`src/stream_defs.svh`:
```
// --------------------
// Widths, FIFO depths and the packet length limit for the stream checker
// FIFO depths must be powers of two and at least 2
// MAX_BEATS must stay below 2**LEN_BITS - 1 so the length field can count past it
// --------------------
`ifndef STREAM_DEFS_SVH
`define STREAM_DEFS_SVH

`define DAT_BITS   32  // Beat data width
`define CTL_BITS   4   // Sideband control width
`define MOD_BITS   2   // Byte modulus of the last data word

`define IN_DEPTH   8   // Input beat FIFO
`define OUT_DEPTH  8   // Output beat FIFO
`define STAT_DEPTH 4   // One entry per packet

`define MAX_BEATS  6   // Beats forwarded per packet before trimming
`define LEN_BITS   4   // Received length saturates at all ones

`endif
```
`src/stream_pkg.sv`:
```
// --------------------
// Payload and state types shared by the stream checker
// Beat flags (sop, eop, err) travel beside the payload and are not part of it
// --------------------
`include "stream_defs.svh"

package stream_pkg;

  // Payload of one beat
  typedef struct packed {
    logic [`DAT_BITS-1:0] dat;  // Data word
    logic [`CTL_BITS-1:0] ctl;  // Sideband control, passed through untouched
    logic [`MOD_BITS-1:0] mod;  // Valid bytes in the last word, zero means all
  } beat_t;

  // One status record per packet, written with its closing beat
  typedef struct packed {
    logic [`LEN_BITS-1:0] len;  // Beats received, saturating at all ones
    logic oversize;             // More than MAX_BEATS beats arrived
    logic framing;              // A start flag showed up inside the packet
    logic in_err;               // Some input beat of the packet carried err
  } stat_t;

  // Framer state
  typedef enum logic {
    IDLE,    // Waiting for a start of packet
    IN_PKT   // Between sop and eop
  } frame_state_e;

endpackage

```
`src/if_axi_stream.sv`:
```
// --------------------
// Valid/ready stream with flags and a typed payload
// Transfer on a rising edge with val and rdy both high
// Source holds everything stable while val is high and rdy is low
// --------------------
interface if_axi_stream #(
  parameter type T = logic [7:0]
);

  logic val;   // Beat present
  logic rdy;   // Sink can take it
  logic sop;   // First beat of a packet
  logic eop;   // Last beat of a packet
  logic err;   // Error marker
  T     data;  // Payload

  // Source drives all but rdy
  modport source (output val, sop, eop, err, data, input rdy);

  // Sink drives rdy only
  modport sink (input val, sop, eop, err, data, output rdy);

endinterface

```
`src/stream_check_top.sv`:
```
// --------------------
// Packet stream checker, input FIFO to framer to output and status FIFOs
// Two cycles from input to o_val with all FIFOs empty
// o_rdy falls when the input FIFO fills under output back-pressure
// --------------------
`include "stream_defs.svh"

module stream_check_top import stream_pkg::*; (
  input  logic                 i_clk,
  input  logic                 i_rst,
  input  logic                 i_val,
  input  logic                 i_sop,
  input  logic                 i_eop,
  input  logic                 i_err,
  input  logic [`DAT_BITS-1:0] i_dat,
  input  logic [`CTL_BITS-1:0] i_ctl,
  input  logic [`MOD_BITS-1:0] i_mod,
  input  logic                 i_rdy,       // Beat output ready
  input  logic                 i_stat_rdy,  // Status output ready
  output logic                 o_rdy,
  output logic                 o_val,
  output logic                 o_sop,
  output logic                 o_eop,
  output logic                 o_err,
  output logic [`DAT_BITS-1:0] o_dat,
  output logic [`CTL_BITS-1:0] o_ctl,
  output logic [`MOD_BITS-1:0] o_mod,
  output logic                 o_stat_val,
  output logic [`LEN_BITS-1:0] o_stat_len,
  output logic                 o_stat_oversize,
  output logic                 o_stat_framing,
  output logic                 o_stat_err
);

  if_axi_stream #(.T(beat_t)) in_s ();        // Ports into the input FIFO
  if_axi_stream #(.T(beat_t)) fifo_s ();      // Input FIFO to framer
  if_axi_stream #(.T(beat_t)) beat_s ();      // Framer to output FIFO
  if_axi_stream #(.T(beat_t)) out_s ();       // Output FIFO to ports
  if_axi_stream #(.T(stat_t)) stat_s ();      // Framer to status FIFO
  if_axi_stream #(.T(stat_t)) stat_out_s ();  // Status FIFO to ports

  logic                 in_full, in_emp;      // FIFO flags, watched by the assertions
  logic                 out_full, out_emp;
  logic                 stat_full, stat_emp;
  logic                 cnt_clr, cnt_inc;
  logic [`LEN_BITS-1:0] count;
  logic                 over;

  assign in_s.val  = i_val;
  assign in_s.sop  = i_sop;
  assign in_s.eop  = i_eop;
  assign in_s.err  = i_err;
  assign in_s.data = '{dat: i_dat, ctl: i_ctl, mod: i_mod};
  assign o_rdy     = in_s.rdy;

  assign o_val     = out_s.val;
  assign o_sop     = out_s.sop;
  assign o_eop     = out_s.eop;
  assign o_err     = out_s.err;
  assign o_dat     = out_s.data.dat;
  assign o_ctl     = out_s.data.ctl;
  assign o_mod     = out_s.data.mod;
  assign out_s.rdy = i_rdy;

  assign o_stat_val      = stat_out_s.val;
  assign o_stat_len      = stat_out_s.data.len;
  assign o_stat_oversize = stat_out_s.data.oversize;
  assign o_stat_framing  = stat_out_s.data.framing;
  assign o_stat_err      = stat_out_s.data.in_err;
  assign stat_out_s.rdy  = i_stat_rdy;

  axi_stream_fifo #(.SIZE(`IN_DEPTH), .T(beat_t)) u_in_fifo (
    .i_clk(i_clk), .i_rst(i_rst), .i_axi(in_s), .o_axi(fifo_s),
    .o_full(in_full), .o_emp(in_emp)
  );

  frame_fsm u_frame (
    .i_clk(i_clk), .i_rst(i_rst), .i_in(fifo_s), .o_beat(beat_s), .o_stat(stat_s),
    .o_cnt_clr(cnt_clr), .o_cnt_inc(cnt_inc), .i_count(count), .i_over(over)
  );

  beat_counter u_count (
    .i_clk(i_clk), .i_rst(i_rst), .i_clr(cnt_clr), .i_inc(cnt_inc),
    .o_count(count), .o_over(over)
  );

  axi_stream_fifo #(.SIZE(`OUT_DEPTH), .T(beat_t)) u_out_fifo (
    .i_clk(i_clk), .i_rst(i_rst), .i_axi(beat_s), .o_axi(out_s),
    .o_full(out_full), .o_emp(out_emp)
  );

  axi_stream_fifo #(.SIZE(`STAT_DEPTH), .T(stat_t)) u_stat_fifo (
    .i_clk(i_clk), .i_rst(i_rst), .i_axi(stat_s), .o_axi(stat_out_s),
    .o_full(stat_full), .o_emp(stat_emp)
  );

endmodule

```
`src/frame_fsm.sv`:
```
// --------------------
// Packet framer between the input FIFO and the output and status FIFOs
// Beat path is combinational, a beat is taken only when both sinks show rdy
// Output err is only ever set on the closing beat
// --------------------
`include "stream_defs.svh"

module frame_fsm import stream_pkg::*; (
  input  logic                 i_clk,
  input  logic                 i_rst,
  if_axi_stream.sink           i_in,
  if_axi_stream.source         o_beat,
  if_axi_stream.source         o_stat,
  output logic                 o_cnt_clr,  // Restart the beat count
  output logic                 o_cnt_inc,  // Count this beat
  input  logic [`LEN_BITS-1:0] i_count,    // Beats received before this one
  input  logic                 i_over      // i_count is past MAX_BEATS
);

  localparam logic [`LEN_BITS-1:0] MAX_CNT = `LEN_BITS'(`MAX_BEATS);

  frame_state_e state_q;
  logic         framing_q;  // Sticky, a stray sop was seen in this packet
  logic         in_err_q;   // Sticky, an input err was seen in this packet

  logic  in_pkt;
  logic  start;
  logic  past_max;
  logic  last;
  logic  fwd;
  logic  framing;
  logic  in_err;
  logic  bad;
  logic  fire;
  stat_t stat;

  always_comb begin
    in_pkt   = (state_q == IN_PKT);
    start    = !in_pkt && i_in.sop;                              // Opens a packet
    past_max = in_pkt && (i_over || (i_count == MAX_CNT));       // Beat MAX_BEATS+1 or later
    last     = (in_pkt || start) && i_in.eop;                    // Closing beat of a kept packet
    fwd      = start || (in_pkt && (i_in.eop || !past_max));     // Orphans and surplus dropped
    framing  = in_pkt && (framing_q || i_in.sop);                // Includes the current beat
    in_err   = (in_pkt && in_err_q) || i_in.err;
    bad      = past_max || framing || in_err;                    // past_max on eop means oversize
  end

  // Both sinks must have room even for a beat that only goes to one of them
  assign i_in.rdy = o_beat.rdy && o_stat.rdy;
  assign fire     = i_in.val && i_in.rdy;

  // Orphan beats in IDLE are consumed without counting
  assign o_cnt_inc = fire && (in_pkt || i_in.sop);
  assign o_cnt_clr = fire && start;

  // Beat output, sop survives only on the opening beat
  assign o_beat.val  = i_in.val && fwd && o_stat.rdy;
  assign o_beat.sop  = start;
  assign o_beat.eop  = i_in.eop;
  assign o_beat.err  = last && bad;
  assign o_beat.data = i_in.data;

  always_comb begin
    if (start) begin
      stat.len = `LEN_BITS'(1);  // Single-beat packet
    end else if (&i_count) begin
      stat.len = i_count;        // Saturated
    end else begin
      stat.len = i_count + 1'b1;
    end
    stat.oversize = past_max;
    stat.framing  = framing;
    stat.in_err   = in_err;
  end

  // Status record goes out together with the closing beat
  assign o_stat.val  = i_in.val && last && o_beat.rdy;
  assign o_stat.sop  = 1'b1;  // Each record is a packet of its own
  assign o_stat.eop  = 1'b1;
  assign o_stat.err  = bad;
  assign o_stat.data = stat;

  always_ff @(posedge i_clk) begin
    if (i_rst) begin
      state_q   <= IDLE;
      framing_q <= 1'b0;
      in_err_q  <= 1'b0;
    end else if (fire && (in_pkt || start)) begin
      framing_q <= framing;  // On a start these load the fresh packet's values
      in_err_q  <= in_err;
      if (i_in.eop) begin
        state_q <= IDLE;
      end else begin
        state_q <= IN_PKT;
      end
    end
  end

endmodule

```
`src/beat_counter.sv`:
```
// --------------------
// Per-packet beat counter, saturating at all ones
// o_over is combinational from the registered count
// --------------------
`include "stream_defs.svh"

module beat_counter (
  input  logic                 i_clk,
  input  logic                 i_rst,
  input  logic                 i_clr,    // Start of a new packet
  input  logic                 i_inc,    // One more beat received
  output logic [`LEN_BITS-1:0] o_count,  // Beats received so far
  output logic                 o_over    // Count is past MAX_BEATS
);

  localparam logic [`LEN_BITS-1:0] MAX_CNT = `LEN_BITS'(`MAX_BEATS);

  always_ff @(posedge i_clk) begin
    if (i_rst) begin
      o_count <= '0;
    end else if (i_clr) begin
      // The sop beat itself counts when it arrives with the clear
      o_count <= {{(`LEN_BITS-1){1'b0}}, i_inc};
    end else if (i_inc && !(&o_count)) begin
      o_count <= o_count + 1'b1;  // Holds at all ones
    end
  end

  assign o_over = (o_count > MAX_CNT);  // Stays high once saturated

endmodule

```
`src/axi_stream_fifo.sv`:
```
// --------------------
// Register-array stream FIFO for any packed payload type
// SIZE must be a power of two and at least 2 so the pointers wrap on their own
// One cycle from write to o_axi.val when empty
// i_axi.rdy stays low while full
// --------------------
module axi_stream_fifo #(
  parameter int  SIZE = 8,
  parameter type T    = logic [7:0]
) (
  input  logic         i_clk,
  input  logic         i_rst,
  if_axi_stream.sink   i_axi,
  if_axi_stream.source o_axi,
  output logic         o_full,
  output logic         o_emp
);

  localparam int A_BITS = $clog2(SIZE);  // Pointer width
  localparam int W      = $bits(T) + 3;  // Payload plus err, eop and sop

  logic [W-1:0]      ram [SIZE];  // Flags and payload per slot
  logic [A_BITS-1:0] rd_ptr;      // Next word to present
  logic [A_BITS-1:0] wr_ptr;      // Next free slot
  logic [A_BITS-1:0] rd_nxt;
  logic [A_BITS-1:0] wr_nxt;
  logic [W-1:0]      rd_word;
  logic              wr_en;
  logic              rd_en;

  assign i_axi.rdy = ~o_full;  // Full FIFO pushes back on the source
  assign o_axi.val = ~o_emp;   // Val comes from a registered flag and never depends on rdy

  assign wr_en = i_axi.val & i_axi.rdy;  // Accepted input beat
  assign rd_en = o_axi.val & o_axi.rdy;  // Beat taken by the sink

  assign wr_nxt = wr_ptr + 1'b1;  // Wraps at SIZE since SIZE is a power of two
  assign rd_nxt = rd_ptr + 1'b1;

  // Head word split back into flags and payload
  assign rd_word    = ram[rd_ptr];
  assign o_axi.err  = rd_word[W-1];
  assign o_axi.eop  = rd_word[W-2];
  assign o_axi.sop  = rd_word[W-3];
  assign o_axi.data = T'(rd_word[W-4:0]);

  always_ff @(posedge i_clk) begin
    if (wr_en) begin
      ram[wr_ptr] <= {i_axi.err, i_axi.eop, i_axi.sop, i_axi.data};  // Flags on top
    end
  end

  always_ff @(posedge i_clk) begin
    if (i_rst) begin
      rd_ptr <= '0;
      wr_ptr <= '0;
      o_emp  <= 1'b1;  // Starts empty
      o_full <= 1'b0;
    end else begin
      if (wr_en) begin
        wr_ptr <= wr_nxt;
      end
      if (rd_en) begin
        rd_ptr <= rd_nxt;
      end
      // Flags only move when the fill level changes
      if (wr_en && !rd_en) begin
        o_emp <= 1'b0;
        if (wr_nxt == rd_ptr) begin
          o_full <= 1'b1;  // Writer caught up with the reader
        end
      end else if (rd_en && !wr_en) begin
        o_full <= 1'b0;
        if (rd_nxt == wr_ptr) begin
          o_emp <= 1'b1;  // Last word just left
        end
      end
    end
  end

endmodule

```
`config.mk`:
```
export PLATFORM = sky130hd
export DESIGN_NAME = stream_check_top
export DESIGN_NICKNAME = d
export VERILOG_FILES = /design/src/stream_pkg.sv /design/src/if_axi_stream.sv /design/src/stream_check_top.sv /design/src/frame_fsm.sv /design/src/beat_counter.sv /design/src/axi_stream_fifo.sv
export VERILOG_INCLUDE_DIRS = /design/src
export SDC_FILE = /design/constraint.sdc
export NUM_CORES = 1
export LEC_CHECK = 0
export ABC_AREA = 1
export BUFFER_PORTS_ARGS = -buffer_cell sky130_fd_sc_hd__buf_2
export CORE_MARGIN = 2
export CORE_UTILIZATION = 64
export DETAILED_ROUTE_END_ITERATION = 8
export PLACE_DENSITY = 0.83
export SLEW_MARGIN = 20
export SYNTH_ARGS = -nofsm -noshare
export SYNTH_HDL_FRONTEND = slang
export SYNTH_SLANG_ARGS = --single-unit
```
`constraint.sdc`:
```
create_clock -name i_clk -period 8.2 [get_ports i_clk]
set_input_delay 2.05 -clock i_clk [delete_from_list [all_inputs] [get_ports i_clk]]
set_output_delay 2.05 -clock i_clk [all_outputs]
set_load 0.005 [all_outputs]
```
======== Word-level counts from Yosys, hierarchy flattened ========
Memory sizes are Yosys's and may differ from the RTL's. A register that Yosys moved wholly into a read port is not among the register bits.
Index checks and enable logic that the tools add are counted.
Widths: inputs -> output; s select.
operators by class
  add/sub/neg operators ................... 7
  magnitude comparators ................... 1
  equal/unequal tests ..................... 10
  multiplexer cells ....................... 35
  bitwise gates (word level) .............. 12
  reductions and logical operators ........ 56
operator list
  operator             number
  $mux 1               27
  $logic_and 1x1->1    23
  $reduce_bool 2->1    7
  $add 3x1->3 const B  4
  $eq 3x3->1           4
  $mux 3               4
  $reduce_and 2->1     6
  $logic_not 1->1      9
  $logic_or 1x1->1     9
  $mux 4               2
  $and 1x1->1          6
  $ne 2x2->1 const B   3
  $not 1->1            6
  $add 2x1->2 const B  2
  $add 4x1->4 const B  1
  $eq 2x2->1           2
  $eq 4x3->1 const B   1
  $gt 4x3->1 const B   1
  $mux 2               2
  $reduce_and 4->1     1
  $reduce_or 2->1      1
word-level totals
  bits in registers ....................... 29
  memory bits (writable) .................. 688
  input bits .............................. 46
  output and inout port bits .............. 51
  memories kept ........................... 3
memories
  memory           words  width  read ports  clocked after Yosys merged registers in  wr ports  line                   RTL
  u_in_fifo.ram    8      41     1           1                                        1         axi_stream_fifo.sv:22  logic [W-1:0] ram [SIZE];
  u_out_fifo.ram   8      41     1           1                                        1         axi_stream_fifo.sv:22
  u_stat_fifo.ram  4      8      1           1                                        1         axi_stream_fifo.sv:22

======== Longest topological paths before layout ========
Gate-level depths: netlist of the first run.
  depth after elaboration ................. 14
  gate-level depth with buffers ........... 16
  mapped depth without buffers ............ 15

======== Hierarchy ========
Synthesis of the first run repeated with hierarchy kept, for this count alone.
unflattened totals
  cells, all modules ...................... 2499
  area total of the unflattened synthesis .. 29734.8 µm²
modules (own cells, without submodules)
  module                            instances  cells an instance  area each (µm²)
  axi_stream_fifo at u_in_fifo ...  2          1094               13411.6
  axi_stream_fifo at u_stat_fifo    1          160                1923.1
  frame_fsm                         1          113                737.0
  beat_counter                      1          38                 251.5

======== Worst setup path before layout of the first run ========
No wires, ideal clock.
  path kind ............................... in2reg
  start point ............................. input port i_val
  end point ............................... memory u_in_fifo.ram[0][0] in the netlist's numbering (enable)
  arrival ................................. 4.117 ns
  required time ........................... 7.761 ns
  path slack .............................. 3.644 ns
  cell stages on the path ................. 4
  cells stage by stage .................... nand2_1 inv_1 nand2_1 nor2_1
between the ends
  word-level cells in the longest chain between the ends .. 3
RTL lines
  element                       line                    RTL
  start, declared               stream_check_top.sv:11  input logic i_val,
  $and 1x1->1                   axi_stream_fifo.sv:34   assign wr_en = i_axi.val & i_axi.rdy;
  named net u_in_fifo.wr_en     axi_stream_fifo.sv:28   logic wr_en;
  $mux 1                        axi_stream_fifo.sv:48   if (wr_en) begin
  $mux 1 (implied by the code)  axi_stream_fifo.sv:49   ram[wr_ptr] <= {i_axi.err, i_axi.eop, i_axi.sop, i_axi.data};
  end, declared                 axi_stream_fifo.sv:22
The timed path passes the listed nets, and every way through them passes these cells.

==> flow_metrics.tcl, run 1 <==
set metrics [dict create \
    cts_resized 0 \
    ios 97 \
    grt_antenna_before_repair 10 \
    setup_violations 0 \
    cts_hold_buf 0 \
    cts_buffer_depth 3 \
    relSlewSlack_pct 25.47 \
    yosysTopAreaCellShare_pct 72.55 \
    clk_pin_slew_worst_paths_ns 0.06 \
    async_flop_share_pct 0 \
    crit_path_end_kind "primary output" \
    grt_util_all_layers_pct 26.95 \
    syn_to_final_growth_pct 11.16 \
    p_per_area_nw_per_um2 268.3 \
    crit_family "buffers and inverters" \
    hold_path.class "reg2reg" \
    synthCells 2214 \
    post_cts_buffers 0 \
    die_h_um 214.3 \
    cp_slowest_stage_delay_ns 0.75 \
    grt_max_degree 103 \
    crit_slowest_cell "inv_4" \
    root_buffer "clkbuf_16" \
    synth.area.top_cells "edfxtp_1 (73%), nor2_1 (8.0%), o21ai_0 (6.0%)" \
    die-area_sq_um 45930 \
    drive_above_1_share_pct 11.18 \
    dp.final_hpwl_mm 33.31 \
    finalCritPeriodShare_pct 65.87 \
    wire_per_inst_um 21.42 \
    cts_tree "done" \
    drc 0 \
    worst_clock_skew_ns 0.02716 \
    core_sq_um 43930 \
    fillers 2682 \
    grt_pass1_wl_mm 95.70 \
    syn_area_sq_um 28310 \
    grt_pass1_vias 17820 \
    finalHoldViolCount 0 \
    drt_wl_total_mm 62.79 \
    leakage_nw 10.73 \
    ys_warn_count 0 \
    worstPathCellList "inv_4, buf_4, o21ai_0, o22ai_1, nor2_1, a31oi_1, buf_2" \
    worst-path-buf-inv 3 \
    place.gp.congestion 0.8077 \
    avgSynthCellArea_sq_um 12.79 \
    fp-row-count 77 \
    first_iter_violations 2180 \
    rsz0062_at_grt "false" \
    clk-insertion-delay-late_ns 0.61 \
    status "complete, no violations" \
    fin_setup_tns_ns 0 \
    r2r_slack_ns 4.34 \
    vias 18050 \
    syn-num-nets 2277 \
    worst_pin_slew_ns 1.113 \
    cts-htree-levels 3 \
    portBuffers 96 \
    cp_data_required_time_ns 6.15 \
    slew_viol_final 0 \
    fmax_mhz 185.1 \
    yosysSeqAreaShare_pct 75.17 \
    synthFlopType "edfxtp_1" \
    grt_overflow_total 0 \
    start_util_pct 64.44 \
    ys_ff_latch 721 \
    dr.pass1.iters 8 \
    synth_cell_type_count 34 \
    fin_util_pct 71.63 \
    start_kind "flop" \
    crit_type "reg2out" \
    die_w_um 214.3 \
    via_per_inst 6.155 \
    peakVddDrop_mv 0.1976 \
    cp_data_arrival_time_ns 3.35 \
    worst-path-max-fanout 101 \
    hold-worst-slack_ns 0.4655 \
    maxCapViolCount 0 \
    synth_edf_count 684 \
    ant_nets 0 \
    fin_nets 2345 \
    min_period_ns 5.401 \
    clock_sinks 721 \
    synth_largest_area_cell "edfxtp_1" \
    cts_made_buffers 70 \
]
-- metrics by stage --
| stage | instances | power [W] | setup WS [ns] | area, sq um |
|---|---|---|---|---|
| 3_3_place_gp | 2802 | 0.005313 | 3.529 | 29230 |
| 5_1_grt | 2928 | 0.008683 | 2.576 | 31460 |
| 6_report | 2932 | 0.008443 | 2.799 | 31470 |
| 2_1_floorplan | 2214 | 0.005035 | 3.644 | 28310 |
| 3_5_place_dp | 2802 | 0.005371 | 3.453 | 29230 |
| 4_1_cts | 2926 | 0.008450 | 2.813 | 31450 |
-- Yosys cell counts, types with 2 or more instances --
cell type,number
nand3_4,2
nor2_1,607
a211oi_1,3
or2_2,2
dfxtp_1,37
o21ai_1,10
nand2_2,5
a21oi_1,22
nand4_1,4
o22ai_1,87
ha_1,17
nand3_1,25
nand2_1,70
nor2_2,4
inv_1,57
buf_1,10
xor2_1,14
buf_2,33
clkbuf_1,68
o21ai_0,339
buf_4,4
buf_6,11
inv_2,8
edfxtp_1,684
xnor2_1,2
a31oi_1,81
-- logic make-up after synthesis --
| group | synth area share [%] |
|---|---|
| flip-flops | 75.17 |
| AND/OR/NAND/NOR | 10.10 |
| AO/OA/AOI/OAI | 10.41 |
| buffers and inverters | 3.076 |
| XOR/XNOR | 0.4950 |
| adder cells (fa/ha/maj) | 0.7513 |
-- final timing paths --
| check | to | startpoint | cells past startpoint |
|---|---|---|---|
| worst min-delay path | u_frame.framing_q$_SDFFE_PP0P_ | u_frame.framing_q$_SDFFE_PP0P_ | 2 |
| worst max-delay path | o_dat[5] | flop | 7 |
| worst min register to register | u_frame.framing_q$_SDFFE_PP0P_ | u_frame.framing_q$_SDFFE_PP0P_ | 2 |
| worst max register to register | u_out_fifo.ram[4][8]$_DFFE_PP_ | flop | 11 |
-- worst reg2reg max path, delay by kind of cell, from the launching register on --
family	cells	cell delay (ns)
buf+inv	3	1.24
simple gates	8	1.26
flops	1	0.95
-- layout by cell type (no fill, tap or decap), types with 6 or more instances in the layout --
master	instances
o21ai_1	10
clkbuf_1	16
inv_1	57
buf_2	96
o22ai_1	87
a31oi_1	80
nor2_1	595
a21oi_1	22
dfxtp_1	33
inv_2	6
nand2_1	70
ha_1	17
xor2_1	14
o21ai_0	339
nor2_4	16
clkinv_2	10
clkinv_1	13
edfxtp_1	684
nand3_1	25
diode_2	6
buf_4	27
clkbuf_16	71
-- final cells by class --
type | instances | area (sq um) | area share, %
clock inverter | 35 | 350.3 | 1.113
antenna | 6 | 15.01 | 0.04771
tap | 592 | 740.7 | 2.354
timing repair buffer | 123 | 683.2 | 2.171
multi-input combinational | 1301 | 6275 | 19.94
clock buffer | 89 | 1864 | 5.924
sequential | 721 | 21290 | 67.66
inverter | 65 | 249.0 | 0.7913
-- flip-flops by register name (all words and copies together) (netlist names), 2 cells and up, named ones only --
| register | flops |
|---|---|
| u_stat_fifo.wr_ptr | 2 |
| u_out_fifo.ram | 328 |
| u_count.o_count | 4 |
| u_stat_fifo.rd_ptr | 2 |
| u_in_fifo.ram | 328 |
| u_out_fifo.wr_ptr | 3 |
| u_out_fifo.rd_ptr | 3 |
| u_in_fifo.rd_ptr | 3 |
| u_in_fifo.wr_ptr | 3 |
| u_stat_fifo.ram | 28 |
-- where the power goes --
group	switching (W)	internal, W	total [W]
clock network	0.00134	0.00178	0.00312
logic	0.000709	0.000223	0.000932
registers	0.0000605	0.00433	0.00439
total	0.00211	0.00634	0.00844
-- layer usage --
layer	GRT usage, %	up-vias	share of wire (%)
met5	0	-	0.097
met4	11.78	10	3.1
met3	4.879	168	8.8
met2	44.55	953	49
met1	35.54	8772	39
li1	-	8142	-
No activity file was read; power rests on OpenSTA's default activity.
==> run 2, diff against run 1 <==
--- a/config.mk
+++ b/config.mk
@@ -9,9 +9,9 @@
 export ABC_AREA = 1
 export BUFFER_PORTS_ARGS = -buffer_cell sky130_fd_sc_hd__buf_2
 export CORE_MARGIN = 2
-export CORE_UTILIZATION = 64
+export CORE_UTILIZATION = 56
 export DETAILED_ROUTE_END_ITERATION = 8
-export PLACE_DENSITY = 0.83
+export PLACE_DENSITY = 0.77
 export SLEW_MARGIN = 20
 export SYNTH_ARGS = -nofsm -noshare
 export SYNTH_HDL_FRONTEND = slang
==> constraint.sdc (replaced) <==
create_clock -name i_clk -period 4.9 [get_ports i_clk]
set_input_delay 1.225 -clock i_clk [delete_from_list [all_inputs] [get_ports i_clk]]
set_output_delay 1.225 -clock i_clk [all_outputs]
set_load 0.005 [all_outputs]
==> run 2 against run 1 <==
  * Routed wire length decreased by 1.4%
  * Setup slack got worse by 2.0 ns
  * Largest cell class unchanged
  * Flip-flop and latch count unchanged
  * Register-to-register slack got worse by 2.9 ns
  * Critical path depth decreased by 1
  * Via count decreased by 2.1%
==> flow_metrics.tcl, run 2 (same netlist as run 1, synthesis figures left out) <==
set metrics [dict create \
    status "complete, no violations" \
    core_sq_um 50070 \
    finalHoldViolCount 0 \
    multi_input_area_sq_um 6275 \
    cp_data_required_time_ns 3.67 \
    swShare_pct 24.64 \
    clk-insertion-delay-late_ns 0.60 \
    cts_hold_buf 0 \
    rsz0062_at_grt "false" \
    r2r-end "u_out_fifo.ram[2][11]$_DFFE_PP_" \
    grt_overflow_total 0 \
    root_buffer "clkbuf_16" \
    maxCapViolCount 0 \
    worstPathCellList "buf_4, o21ai_0, o22ai_1, nor2_1, a31oi_1, buf_2" \
    first_iter_violations 2188 \
    post_cts_buffers 0 \
    clk_pin_slew_worst_paths_ns 0.06 \
    fin_setup_tns_ns 0 \
    cts_buffer_depth 3 \
    start_util_pct 56.54 \
    grt_max_degree 165 \
    power_frac_comb_pct 11.1 \
    worst-path-buf-inv 2 \
    mostFrequentLayoutCells "edfxtp_1 (684), nor2_1 (595), o21ai_0 (339)" \
    grt_antenna_before_repair 12 \
    fillers 3580 \
    crit_slowest_cell "buf_4" \
    grt_pass1_wl_mm 94.94 \
    crit_type "reg2out" \
    fmax_mhz 244.8 \
    dr.pass1.iters 6 \
    slew_viol_final 0 \
    leakage_nw 10.74 \
    reg_top3 "u_in_fifo.ram (328), u_out_fifo.ram (328), u_stat_fifo.ram (28)" \
    crit_family "compound AO/OA/AOI/OAI gates" \
    setup_violations 0 \
    worst_pin_slew_ns 1.126 \
    holdPathEnd "u_frame.framing_q$_SDFFE_PP0P_" \
    hp-start "u_frame.framing_q$_SDFFE_PP0P_" \
    instances_no_fill 3011 \
    ios 97 \
    p_per_area_nw_per_um2 440.4 \
    power.share.clock_pct 36.0 \
    die_h_um 228.8 \
    crit_path_end_kind "primary output" \
    start_kind "flop" \
    worst_clock_skew_ns 0.02110 \
    relSlewSlack_pct 24.61 \
    vias 17660 \
    fin_util_pct 63.03 \
    syn_to_final_growth_pct 11.47 \
    cts-htree-levels 3 \
    portBuffers 96 \
    die_w_um 228.8 \
    fin_nets 2354 \
    layout_commonest_cell "edfxtp_1" \
    hold_path.class "reg2reg" \
    drive_above_1_share_pct 11.47 \
    ant_nets 0 \
    grt_util_all_layers_pct 23.38 \
    cp_data_arrival_time_ns 2.86 \
    internal_power_w 0.01047 \
    drc 0 \
    drt_wl_total_mm 61.88 \
    rr_worst_depth 11 \
    cp_slowest_stage_delay_ns 0.72 \
    min_period_ns 4.085 \
    dp.cells 2892 \
    p_sw_w 0.003424 \
    wire_per_inst_um 20.55 \
    cts_resized 0 \
    cts_made_buffers 69 \
    register_area_sq_um 21290 \
    peakVddDrop_mv 0.2399 \
    finalCritPeriodShare_pct 83.36 \
    fp-row-count 82 \
    via_per_inst 5.865 \
    die-area_sq_um 52370 \
    dp.final_hpwl_mm 33.56 \
    cts_tree "done" \
    pwr-share-seq_pct 52.8 \
    r2r_slack_ns 1.45 \
    holdPathStages 2 \
    worst-path-max-fanout 82 \
    grt_pass1_vias 17560 \
    clock_sinks 721 \
    place.gp.congestion 0.7839 \
]
## run 2: cell count changes in the layout (fill, tap and decap cells not counted), sizes merged
cell	previous run	this run
bufinv	5	2
diode	6	3
inv	70	67
clkinv	25	24
buf	123	133
clkbuf	89	87
clkinvlp	0	1
## run 2: worst max-delay path by stage
stage	startpoint	to	slack (ns)	cells after the start
after CTS	flop	o_dat[24]	0.82	6
after detailed placement	flop	u_out_fifo.ram[2][10]$_DFFE_PP_	1.45	11
after global placement	flop	u_out_fifo.ram[2][4]$_DFFE_PP_	1.54	11
after global routing	flop	o_dat[19]	0.74	6
final	flop	o_dat[24]	0.82	6
after floorplan	i_val	u_in_fifo.ram[0][0]$_DFFE_PP_	1.17	4
## run 2: layout make-up
cell class	count	share of cell area, %
antenna	3	0.02379
sequential	721	67.46
timing repair buffer	133	2.482
tap	672	2.664
clock buffer	87	6.019
multi-input combinational	1301	19.88
clock inverter	29	0.6740
inverter	65	0.7890
## run 2: per-stage QoR
step | setup slack [ns] | instance area, sq um | total power, W | hold WS, ns
after floorplan | 1.169 | 28310 | 0.008426 | 0.4216
after global placement | 1.538 | 29430 | 0.008925 | 0.4318
after detailed placement | 1.453 | 29430 | 0.009000 | 0.4452
after CTS | 0.8166 | 31540 | 0.01395 | 0.4529
after global routing | 0.7384 | 31560 | 0.01438 | 0.4847
final | 0.8152 | 31560 | 0.01390 | 0.4519
## run 2: worst reg2reg max path: stages, from the launching register on
cell	delay (ns)
dfxtp_4	0.82
inv_4	0.28
nand2_1	0.14
nand3_1	0.09
nand3_1	0.12
nand2_2	0.11
nand2_4	0.19
nand3_4	0.13
inv_2	0.10
nand2_2	0.14
nor2_4	0.72
buf_4	0.32
## run 2: power groups by stage
stage,Sequential [W],Combinational (W),Clock (W)
after floorplan,0.00742,0.00101,0
after global placement,0.00746,0.00147,0
after detailed placement,0.00747,0.00153,0
after CTS,0.00734,0.00154,0.00507
after global routing,0.00736,0.00172,0.00530
final,0.00734,0.00155,0.00501
## run 2: routing by layer
metal | global-route usage [%] | up-vias | share of wire [%]
met1 | 30.67 | 8570 | 41
met3 | 5.227 | 126 | 8.8
met4 | 9.355 | 14 | 2.5
li1 | - | 8142 | -
met2 | 38.27 | 807 | 48
met5 | 0 | - | 0.15
